<file path="src/soqpsk_defs.svh">
// Widths, trace-back depth and APB register offsets for the SOQPSK trellis decoder
`ifndef SOQPSK_DEFS_SVH
`define SOQPSK_DEFS_SVH

// Matched-filter rotation width, also the phase error width
`define ROT_BITS 10

// Leading rotation bits used as branch metric
`define METRIC_SIZE 8

// Accumulated metric, signed, with headroom
`define METRIC_BITS (`METRIC_SIZE + 4)

// Survivor vectors held by the trace-back
`define TRACE_DEPTH 16

// APB byte offsets
`define REG_CTRL     4'h0
`define REG_DECAY    4'h4
`define REG_SYMCOUNT 4'h8

`endif

</file>
<file path="src/soqpskPkg.sv">
// Metric, state and survivor types plus the trellis partner function
`default_nettype none
`include "soqpsk_defs.svh"

package soqpskPkg;

   // Signed accumulated path metric
   typedef logic signed [`METRIC_BITS-1:0] metric_t;

   // One of the four trellis states
   typedef logic [1:0] stateIdx_t;

   // One survivor bit per state
   // 1 = zero branch from same state, 0 = rotating branch from partner
   typedef logic [3:0] selVec_t;

   // --------------------
   // Rotating-branch predecessor of a state
   // Even symbols pair 0/2 and 1/3, odd symbols pair 0/1 and 2/3
   function automatic stateIdx_t partnerState(input stateIdx_t state, input logic even);
      stateIdx_t partner;
      if (even) begin
         partner = state ^ 2'd2;
      end else begin
         partner = state ^ 2'd1;
      end
      return partner;
   endfunction

endpackage

`default_nettype wire

</file>
<file path="src/soqpskAcs.sv">
// Add-compare-select unit with leaky metric, normalization and winning imaginary output
`timescale 1ns/1ps
`default_nettype none
`include "soqpsk_defs.svh"

module soqpskAcs import soqpskPkg::*; (
   input  wire logic                 clk,
   input  wire logic                 reset,
   input  wire logic                 symEn,
   input  wire logic                 clear,
   input  wire logic [7:0]           decayFactor,
   input  wire logic [`ROT_BITS-1:0] zeroReal,
   input  wire logic [`ROT_BITS-1:0] rotReal,
   input  wire logic [`ROT_BITS-1:0] zeroImag,
   input  wire logic [`ROT_BITS-1:0] rotImag,
   input  wire metric_t              ownMetric,
   input  wire metric_t              partnerMetric,
   input  wire logic                 normalizeIn,
   output metric_t                   metric,
   output logic                      sel,
   output logic                      normalizeOut,
   output logic [`ROT_BITS-1:0]      branchImag
);

   // Quarter of the full signed metric range
   localparam int QUARTER = 1 << (`METRIC_BITS - 2);
   // Two guard bits for the sums
   localparam int WIDE = `METRIC_BITS + 2;

   logic signed [`METRIC_SIZE-1:0] zeroBranch;
   logic signed [`METRIC_SIZE-1:0] rotBranch;
   logic signed [`METRIC_BITS+8:0] zeroScaled;
   logic signed [`METRIC_BITS+8:0] rotScaled;
   logic signed [WIDE-1:0]         zeroSum;
   logic signed [WIDE-1:0]         rotSum;
   logic signed [WIDE-1:0]         bestSum;
   logic signed [WIDE-1:0]         adjusted;
   logic                           zeroWins;

   // Branch metrics from the top bits of the real rotations
   assign zeroBranch = zeroReal[`ROT_BITS-1 -: `METRIC_SIZE];
   assign rotBranch  = rotReal[`ROT_BITS-1 -: `METRIC_SIZE];

   // --------------------
   // Leak of decayFactor/256 on each predecessor
   assign zeroScaled = ownMetric * $signed({1'b0, decayFactor});
   assign rotScaled  = partnerMetric * $signed({1'b0, decayFactor});

   assign zeroSum = WIDE'(zeroScaled >>> 8) + WIDE'(zeroBranch);
   assign rotSum  = WIDE'(rotScaled >>> 8) + WIDE'(rotBranch);

   // Compare and select, a tie keeps the zero branch
   assign zeroWins = zeroSum >= rotSum;
   assign bestSum  = zeroWins ? zeroSum : rotSum;

   // All four units drop a quarter range together
   assign adjusted = normalizeIn ? bestSum - WIDE'(QUARTER) : bestSum;

   // --------------------
   always_ff @(posedge clk) begin
      if (reset) begin
         metric     <= '0;
         sel        <= 1'b1;
         branchImag <= '0;
      end else if (clear) begin
         metric <= '0;
      end else if (symEn) begin
         metric     <= metric_t'(adjusted);
         sel        <= zeroWins;
         branchImag <= zeroWins ? zeroImag : rotImag;
      end
   end

   // Flag for the shared normalization
   assign normalizeOut = metric > metric_t'(QUARTER);

endmodule

`default_nettype wire

</file>
<file path="src/maxMetric4.sv">
// Registered four-way signed compare returning the best trellis state
`timescale 1ns/1ps
`default_nettype none

module maxMetric4 import soqpskPkg::*; (
   input  wire logic    clk,
   input  wire logic    reset,
   input  wire metric_t a,
   input  wire metric_t b,
   input  wire metric_t c,
   input  wire metric_t d,
   output stateIdx_t    index
);

   metric_t   bestAB;
   metric_t   bestCD;
   stateIdx_t idxAB;
   stateIdx_t idxCD;

   // First round in two pairs, lower index wins a tie
   always_comb begin
      if (b > a) begin
         bestAB = b;
         idxAB  = 2'd1;
      end else begin
         bestAB = a;
         idxAB  = 2'd0;
      end
      if (d > c) begin
         bestCD = d;
         idxCD  = 2'd3;
      end else begin
         bestCD = c;
         idxCD  = 2'd2;
      end
   end

   // Final round, registered
   always_ff @(posedge clk) begin
      if (reset) begin
         index <= '0;
      end else begin
         index <= (bestCD > bestAB) ? idxCD : idxAB;
      end
   end

endmodule

`default_nettype wire

</file>
<file path="src/traceBackSoqpsk.sv">
// Survivor history and trace-back producing one hard bit per symbol
`timescale 1ns/1ps
`default_nettype none
`include "soqpsk_defs.svh"

module traceBackSoqpsk import soqpskPkg::*; (
   input  wire logic      clk,
   input  wire logic      reset,
   input  wire logic      symEn,
   input  wire logic      symEnEven,
   input  wire selVec_t   sel,
   input  wire stateIdx_t index,
   output logic           decision
);

   localparam int DEPTH = `TRACE_DEPTH;

   // History, entry 0 is the newest
   selVec_t          selHist [DEPTH];
   logic [DEPTH-1:0] evenHist;
   logic             oldestBit;

   // --------------------
   // Walk back from the best state
   // Incoming vector first, then the stored ones
   always_comb begin : walk
      stateIdx_t state;
      state = index;
      if (!sel[state]) begin
         state = partnerState(state, symEnEven);
      end
      for (int i = 0; i < DEPTH - 1; i++) begin
         if (!selHist[i][state]) begin
            state = partnerState(state, evenHist[i]);
         end
      end
      // Survivor bit of the oldest symbol on the path
      oldestBit = selHist[DEPTH-1][state];
   end

   // --------------------
   always_ff @(posedge clk) begin
      if (reset) begin
         for (int i = 0; i < DEPTH; i++) begin
            selHist[i] <= '1;
         end
         evenHist <= '0;
         decision <= 1'b0;
      end else if (symEn) begin
         selHist[0] <= sel;
         for (int i = 1; i < DEPTH; i++) begin
            selHist[i] <= selHist[i-1];
         end
         evenHist <= {evenHist[DEPTH-2:0], symEnEven};
         // 1 when the rotating branch survived
         decision <= ~oldestBit;
      end
   end

endmodule

`default_nettype wire

</file>
<file path="src/viterbiRegs.sv">
// APB register block holding decay factor, metric clear and symbol count
`timescale 1ns/1ps
`default_nettype none
`include "soqpsk_defs.svh"

module viterbiRegs (
   input  wire logic        clk,
   input  wire logic        reset,
   input  wire logic        symEn,
   input  wire logic        pSel,
   input  wire logic        pEnable,
   input  wire logic        pWrite,
   input  wire logic [3:0]  pAddr,
   input  wire logic [31:0] pWData,
   output logic [31:0]      pRData,
   output logic             pReady,
   output logic             pSlvErr,
   output logic [7:0]       decayFactor,
   output logic             metricClear
);

   logic        access;
   logic        addrHit;
   logic        writeAccess;
   logic [31:0] symCount;

   // Access phase of a transfer, never stalled
   assign access      = pSel & pEnable;
   assign writeAccess = access & pWrite & addrHit;
   assign addrHit     = (pAddr == `REG_CTRL) || (pAddr == `REG_DECAY)
                        || (pAddr == `REG_SYMCOUNT);

   assign pReady  = 1'b1;
   assign pSlvErr = access & ~addrHit;

   // --------------------
   always_ff @(posedge clk) begin
      if (reset) begin
         decayFactor <= 8'd255;
         metricClear <= 1'b0;
      end else begin
         // Single cycle clear strobe
         metricClear <= writeAccess & (pAddr == `REG_CTRL) & pWData[0];
         if (writeAccess && pAddr == `REG_DECAY) begin
            decayFactor <= pWData[7:0];
         end
      end
   end

   // Symbols seen since reset or last clear
   always_ff @(posedge clk) begin
      if (reset || metricClear) begin
         symCount <= '0;
      end else if (symEn) begin
         symCount <= symCount + 32'd1;
      end
   end

   // --------------------
   // Read mux, CTRL always reads 0
   always_comb begin
      case (pAddr)
         `REG_DECAY:    pRData = {24'd0, decayFactor};
         `REG_SYMCOUNT: pRData = symCount;
         default:       pRData = '0;
      endcase
   end

endmodule

`default_nettype wire

</file>
<file path="src/soqpskViterbi.sv">
// SOQPSK trellis decoder top with input muxes, ACS array, best state, phase error and trace-back
`timescale 1ns/1ps
`default_nettype none
`include "soqpsk_defs.svh"

module soqpskViterbi import soqpskPkg::*; (
   input  wire logic                 clk,
   input  wire logic                 reset,
   input  wire logic                 symEn,
   input  wire logic [`ROT_BITS-1:0] mfZr0Real,
   input  wire logic [`ROT_BITS-1:0] mfPr0Real,
   input  wire logic [`ROT_BITS-1:0] mfMr0Real,
   input  wire logic [`ROT_BITS-1:0] mfZr1Real,
   input  wire logic [`ROT_BITS-1:0] mfPr1Real,
   input  wire logic [`ROT_BITS-1:0] mfMr1Real,
   input  wire logic [`ROT_BITS-1:0] mfZr2Real,
   input  wire logic [`ROT_BITS-1:0] mfPr2Real,
   input  wire logic [`ROT_BITS-1:0] mfMr2Real,
   input  wire logic [`ROT_BITS-1:0] mfZr3Real,
   input  wire logic [`ROT_BITS-1:0] mfPr3Real,
   input  wire logic [`ROT_BITS-1:0] mfMr3Real,
   input  wire logic [`ROT_BITS-1:0] mfZr0Imag,
   input  wire logic [`ROT_BITS-1:0] mfPr0Imag,
   input  wire logic [`ROT_BITS-1:0] mfMr0Imag,
   input  wire logic [`ROT_BITS-1:0] mfZr1Imag,
   input  wire logic [`ROT_BITS-1:0] mfPr1Imag,
   input  wire logic [`ROT_BITS-1:0] mfMr1Imag,
   input  wire logic [`ROT_BITS-1:0] mfZr2Imag,
   input  wire logic [`ROT_BITS-1:0] mfPr2Imag,
   input  wire logic [`ROT_BITS-1:0] mfMr2Imag,
   input  wire logic [`ROT_BITS-1:0] mfZr3Imag,
   input  wire logic [`ROT_BITS-1:0] mfPr3Imag,
   input  wire logic [`ROT_BITS-1:0] mfMr3Imag,
   input  wire logic                 pSel,
   input  wire logic                 pEnable,
   input  wire logic                 pWrite,
   input  wire logic [3:0]           pAddr,
   input  wire logic [31:0]          pWData,
   output logic [31:0]               pRData,
   output logic                      pReady,
   output logic                      pSlvErr,
   output stateIdx_t                 index,
   output logic                      decision,
   output logic [`ROT_BITS-1:0]      phaseError
);

   logic [`ROT_BITS-1:0] zrReal [4];
   logic [`ROT_BITS-1:0] prReal [4];
   logic [`ROT_BITS-1:0] mrReal [4];
   logic [`ROT_BITS-1:0] zrImag [4];
   logic [`ROT_BITS-1:0] prImag [4];
   logic [`ROT_BITS-1:0] mrImag [4];
   logic [`ROT_BITS-1:0] zeroRealQ [4];
   logic [`ROT_BITS-1:0] zeroImagQ [4];
   logic [`ROT_BITS-1:0] rotRealQ [4];
   logic [`ROT_BITS-1:0] rotImagQ [4];
   logic [`ROT_BITS-1:0] branchImag [4];
   logic [`ROT_BITS-1:0] imagDly [4];
   metric_t              metric [4];
   metric_t              partnerMetric [4];
   logic [3:0]           normFlag;
   logic                 normalizeAll;
   selVec_t              selNow;
   selVec_t              selDly;
   stateIdx_t            bestIdx;
   logic                 symEnEven;
   logic                 nextEven;
   logic [7:0]           decayFactor;
   logic                 metricClear;

   assign zrReal = '{mfZr0Real, mfZr1Real, mfZr2Real, mfZr3Real};
   assign prReal = '{mfPr0Real, mfPr1Real, mfPr2Real, mfPr3Real};
   assign mrReal = '{mfMr0Real, mfMr1Real, mfMr2Real, mfMr3Real};
   assign zrImag = '{mfZr0Imag, mfZr1Imag, mfZr2Imag, mfZr3Imag};
   assign prImag = '{mfPr0Imag, mfPr1Imag, mfPr2Imag, mfPr3Imag};
   assign mrImag = '{mfMr0Imag, mfMr1Imag, mfMr2Imag, mfMr3Imag};

   viterbiRegs regs (
      .clk(clk), .reset(reset), .symEn(symEn),
      .pSel(pSel), .pEnable(pEnable), .pWrite(pWrite), .pAddr(pAddr), .pWData(pWData),
      .pRData(pRData), .pReady(pReady), .pSlvErr(pSlvErr),
      .decayFactor(decayFactor), .metricClear(metricClear)
   );

   // Parity of the symbol the ACS array updates on this symEn
   always_ff @(posedge clk) begin
      if (reset) begin
         symEnEven <= 1'b1;
      end else if (symEn) begin
         symEnEven <= ~symEnEven;
      end
   end

   // --------------------
   // Input capture, parity is that of the following update
   // Even uses Pr of the partner, odd uses Mr
   assign nextEven = ~symEnEven;

   always_ff @(posedge clk) begin
      if (reset) begin
         for (int s = 0; s < 4; s++) begin
            zeroRealQ[s] <= '0;
            zeroImagQ[s] <= '0;
            rotRealQ[s]  <= '0;
            rotImagQ[s]  <= '0;
         end
      end else if (symEn) begin
         for (int s = 0; s < 4; s++) begin
            zeroRealQ[s] <= zrReal[s];
            zeroImagQ[s] <= zrImag[s];
            rotRealQ[s]  <= nextEven ? prReal[partnerState(stateIdx_t'(s), 1'b1)]
                                     : mrReal[partnerState(stateIdx_t'(s), 1'b0)];
            rotImagQ[s]  <= nextEven ? prImag[partnerState(stateIdx_t'(s), 1'b1)]
                                     : mrImag[partnerState(stateIdx_t'(s), 1'b0)];
         end
      end
   end

   // Partner metric for the current parity
   always_comb begin
      for (int s = 0; s < 4; s++) begin
         partnerMetric[s] = metric[partnerState(stateIdx_t'(s), symEnEven)];
      end
   end

   assign normalizeAll = |normFlag;

   // --------------------
   for (genvar s = 0; s < 4; s++) begin : gAcs
      soqpskAcs acs (
         .clk(clk), .reset(reset), .symEn(symEn), .clear(metricClear),
         .decayFactor(decayFactor),
         .zeroReal(zeroRealQ[s]), .rotReal(rotRealQ[s]),
         .zeroImag(zeroImagQ[s]), .rotImag(rotImagQ[s]),
         .ownMetric(metric[s]), .partnerMetric(partnerMetric[s]),
         .normalizeIn(normalizeAll), .metric(metric[s]), .sel(selNow[s]),
         .normalizeOut(normFlag[s]), .branchImag(branchImag[s])
      );
   end

   maxMetric4 best (
      .clk(clk), .reset(reset),
      .a(metric[0]), .b(metric[1]), .c(metric[2]), .d(metric[3]),
      .index(bestIdx)
   );

   // Align best state, survivors and imaginary parts to the symbol
   always_ff @(posedge clk) begin
      if (reset) begin
         index  <= '0;
         selDly <= '1;
         for (int s = 0; s < 4; s++) begin
            imagDly[s] <= '0;
         end
      end else if (symEn) begin
         index  <= bestIdx;
         selDly <= selNow;
         for (int s = 0; s < 4; s++) begin
            imagDly[s] <= branchImag[s];
         end
      end
   end

   // Phase error from the branch the best state chose
   always_ff @(posedge clk) begin
      if (reset) begin
         phaseError <= '0;
      end else if (symEn) begin
         phaseError <= imagDly[index];
      end
   end

   traceBackSoqpsk traceBack (
      .clk(clk), .reset(reset), .symEn(symEn), .symEnEven(symEnEven),
      .sel(selDly), .index(index), .decision(decision)
   );

endmodule

`default_nettype wire

</file>
<file path="config.mk">
export PLATFORM = sky130hd
export DESIGN_NAME = soqpskViterbi
export DESIGN_NICKNAME = d
export VERILOG_FILES = /design/src/soqpskPkg.sv /design/src/soqpskAcs.sv /design/src/maxMetric4.sv /design/src/traceBackSoqpsk.sv /design/src/viterbiRegs.sv /design/src/soqpskViterbi.sv
export VERILOG_INCLUDE_DIRS = /design/src
export SDC_FILE = /design/constraint.sdc
export NUM_CORES = 2
export LEC_CHECK = 0
export BUFFER_PORTS_ARGS = -buffer_cell sky130_fd_sc_hd__buf_2
export CAP_MARGIN = 20
export CORE_MARGIN = 2
export CORE_UTILIZATION = 64
export CTS_CLUSTER_SIZE = 24
export DETAILED_ROUTE_END_ITERATION = 8
export PLACE_DENSITY_LB_ADDON = 0.12
export SLEW_MARGIN = 0
export SYNTH_ARGS = -nofsm -noshare
export SYNTH_HDL_FRONTEND = slang
export SYNTH_SLANG_ARGS = --single-unit
</file>
<file path="constraint.sdc">
create_clock -name clk -period 12.1 [get_ports clk]
set_input_delay 1.21 -clock clk [delete_from_list [all_inputs] [get_ports clk]]
set_output_delay 1.21 -clock clk [all_outputs]
set_load 0.03 [all_outputs]
</file>
==> results by group <==
Min path
  • Hold Path Depth: 1
  • Worst Hold Class: flip-flop to flip-flop
  • Hold path startpoint: gAcs[1].acs.sel
  • Hold Path End: gAcs[1].acs.sel

Route
  • Initial DRT Pass Iterations: 5
  • Vias per cell: roughly 5.6
  • Drt wl/cell: ~18 microns
  • ANT nets after route: 0
  • Initial detailed-routing violation count: between 2,000 and 2,500
  • Post-route DRC: 0
  • Via count: a little under 40,000
  • Routed wire length: ~120,000 microns

Floorplanning
  • Core Footprint: slightly above 0.08 sq mm
  • Die height: about 290 microns
  • Initial cell density of the core: 0.645
  • Die area: between 0.08 and 0.09 sq mm
  • Ports: 329
  • # rows: roughly 110
  • DIE WIDTH: between 200 and 300 microns

Logic synthesis
  • Post-Synthesis Cells: between 5,000 and 6,000
  • FFs w/ async S/R, synth: 0
  • Distinct cells, synth: 108
  • Synthesized area per cell: 9.22 sq um
  • Synth top area cells: fa_1 24%, edfxtp_1 14%, ha_1 12%
  • Largest family of logic cells by synthesized area: adder cells
  • Yosys warns: 0
  • Number of synthesized register bits: 416
  • Synthesized Nets: slightly above 7,000
  • Largest area contributor in the netlist: fa_1
  • Number of synthesized flops with an enable pin: approximately 250
  • Mux cell area share after synthesis: 0.0582
  • Compound-Gate Fraction of Synth Area: 0.0875
  • Sequential area share after synthesis: 0.205
  • Synth Flop Type: edfxtp_1
  • Xor-xnor portion of the synthesized cell area: 0.0299
  • Adder-cell share of the synthesized area: 0.355
  • Mapped cell area: approximately 0.053 sq mm
  • Synth top area share: 0.237
  • Simple-gate share of the synthesized area: 0.174

Clocking
  • Root buf cell: clkbuf_16
  • TritonCTS clock tree: built
  • Worst-path clk slew: approximately 60 ps
  • Max Root-Sink Buffers: 3
  • # H-tree levels: 2
  • Post-CTS Setup Bufs: 0
  • Num CTS Buffers: 48
  • Hold buffers post-CTS: 0
  • Worst skew pair latency: slightly above 600 ps
  • Clock Sink Count: around 420
  • Post-CTS Resized: 0

Worst setup path
  • Worst reg2reg path startpoint: index[1]
  • Worst Path Arrival: 11,600 ps
  • Crit path max-delay cell type: dfxtp_1
  • CP most frequent cell: mux2i_1
  • R2r endpoint: traceBack.decision
  • Slowest stage delay, CP: 1000 ps
  • CP startpoint: index[1]
  • Worst r2r path cells: 36
  • Worst Setup End Kind: flip-flop
  • R2r setup slk: just over 1000 ps
  • Peak fanout along the critical path: 24
  • Startpoint types: flip-flop
  • Critical path required time: around 13,000 ps
  • WS Path Type: flip-flop to flip-flop

Finish
  • Register area: between 0.01 and 0.015 sq mm
  • Synthesis-to-layout area growth: 7.64%
  • Fillers: approximately 6,400
  • Fin nets: a little over 7,000
  • Commonest non-fill, non-tap cell in the layout: inv_1
  • Multi-input logic area: 0.0373 sq mm
  • Share of cells above drive strength 1: 0.0947
  • Most frequent cells in the layout: 1,003 x inv_1, 624 x fa_1, 525 x and2_1

GRT
  • Antenna violations before repair: 5
  • GRT overflow: 0
  • Overall routing resource usage: 0.302
  • Largest net degree at the start of global routing: 104
  • Vias in the first global route: roughly 40,000
  • First-pass GRT wire length: between 200,000 and 250,000 microns

Timing
  • Period utilization: 0.915
  • Slew HR: 0.297
  • Setup violators final: 0
  • Final worst slack: between 1000 and 1500 ps
  • Setup skew after layout: between 15 and 20 ps
  • Slew Viols, Final: 0
  • Setup TNS Final: 0 ps
  • RSZ-0062 raised after global routing: false
  • Worst Max-Slew Pin Slew: between 1000 and 1500 ps
  • Max Fclk: ~90 MHz
  • Period minus WS final: ~11,000 ps
  • Final Hold Viols: 0

Place
  • Final HPWL DP: ~95,000 microns
  • Routability congestion estimate: 0.902
  • Dpl ws: 1230 ps
  • IO buf count: around 280

Run status
  • Status: completed

Flow run
  • Max Cap Viol: 0
synth_stat cells, types with 34 or more instances:
library cell / n
a211oi_1: 87
a21oi_1: 154
and2_1: 525
clkbuf_1: 224
dfxtp_1: 168
edfxtp_1: 248
fa_1: 624
ha_1: 501
inv_1: 1003
mux2_2: 34
mux2i_1: 237
nand2_1: 410
nand2b_1: 76
nor2_1: 376
nor2b_1: 95
nor3_1: 118
o21a_1: 101
o21ai_0: 65
o21bai_1: 53
xnor2_1: 113
xor2_1: 67
metrics by stage:
| step | hold WS [ps] | instance area [sq um] | util | cells |
|---|---|---|---|---|
| finish | 473 | 56800 | 0.694 | 6974 |
| detailed placement | 459 | 55200 | 0.674 | 6883 |
| CTS | 471 | 56800 | 0.694 | 6972 |
| global route | 482 | 56800 | 0.694 | 6974 |
| floorplan | 437 | 52800 | - | 5725 |
| global placement | 450 | 55100 | 0.674 | 6882 |
registers in the layout (all words and copies together), names as in the netlist:
register,count
gAcs.acs.metric,48
rotImagQ,40
gAcs.acs.branchImag,40
rotRealQ,32
zeroRealQ,32
traceBack.selHist,64
index,2
imagDly,40
regs.metricClear,1
regs.decayFactor,8
gAcs.acs.sel,4
traceBack.decision,1
zeroImagQ,40
selDly,4
traceBack.evenHist,15
symEnEven,1
best.index,2
regs.symCount,32
phaseError,10
cells by family (layout without fill, tap and decap cells):
family                     after synthesis  after routing
adders and majority gates             1125           1125
AOI/OAI and AO/OA                      662            662
and+or+nand+nor                       1791           1791
other                                    1              2
muxes                                  287            287
DFF                                    416            416
buffers and inverters                 1263           1441
xor gates and xnor gates               180            180
worst max-delay path by stage:
| stage | slack, ps | endpoint |
|---|---|---|
| finish | 1020 | traceBack.decision |
| global route | 40 | traceBack.decision |
| CTS | 1180 | traceBack.decision |
| detailed placement | 1230 | traceBack.decision |
| global placement | 1420 | traceBack.decision |
| floorplan | 2610 | gAcs[0].acs.branchImag[0] |
cell type report:
class	count	area share
Clock buffer	64	0.0244
Timing Repair Buffer	348	0.0341
Tap cell	1070	0.0236
Inverter	1004	0.0663
Sequential cell	416	0.191
Antenna cell	1	0.0000440
Clock inverter	25	0.00471
Multi-Input combinational cell	4046	0.656
worst max-delay path: cells and delay by family, from the launching register on:
| family | cells | cell delay [ps] |
|---|---|---|
| AOI/OAI and AO/OA | 19 | 5040 |
| muxes | 5 | 1200 |
| DFF | 1 | 1000 |
| and+or+nand+nor | 12 | 3760 |
metal layers:
metal | vias up | track usage | part of all wire | wire, microns
met5 | - | 0 | 0.00020 | 25
met4 | 4 | 0.0830 | 0.027 | 3340
met3 | 202 | 0.0485 | 0.067 | 8270
met2 | 1078 | 0.522 | 0.49 | 60600
met1 | 19371 | 0.393 | 0.42 | 51800
li1 | 18737 | - | - | -
Power is not shown: default switching activity piles up to over one toggle a cycle in this logic, so the estimate is an artifact.
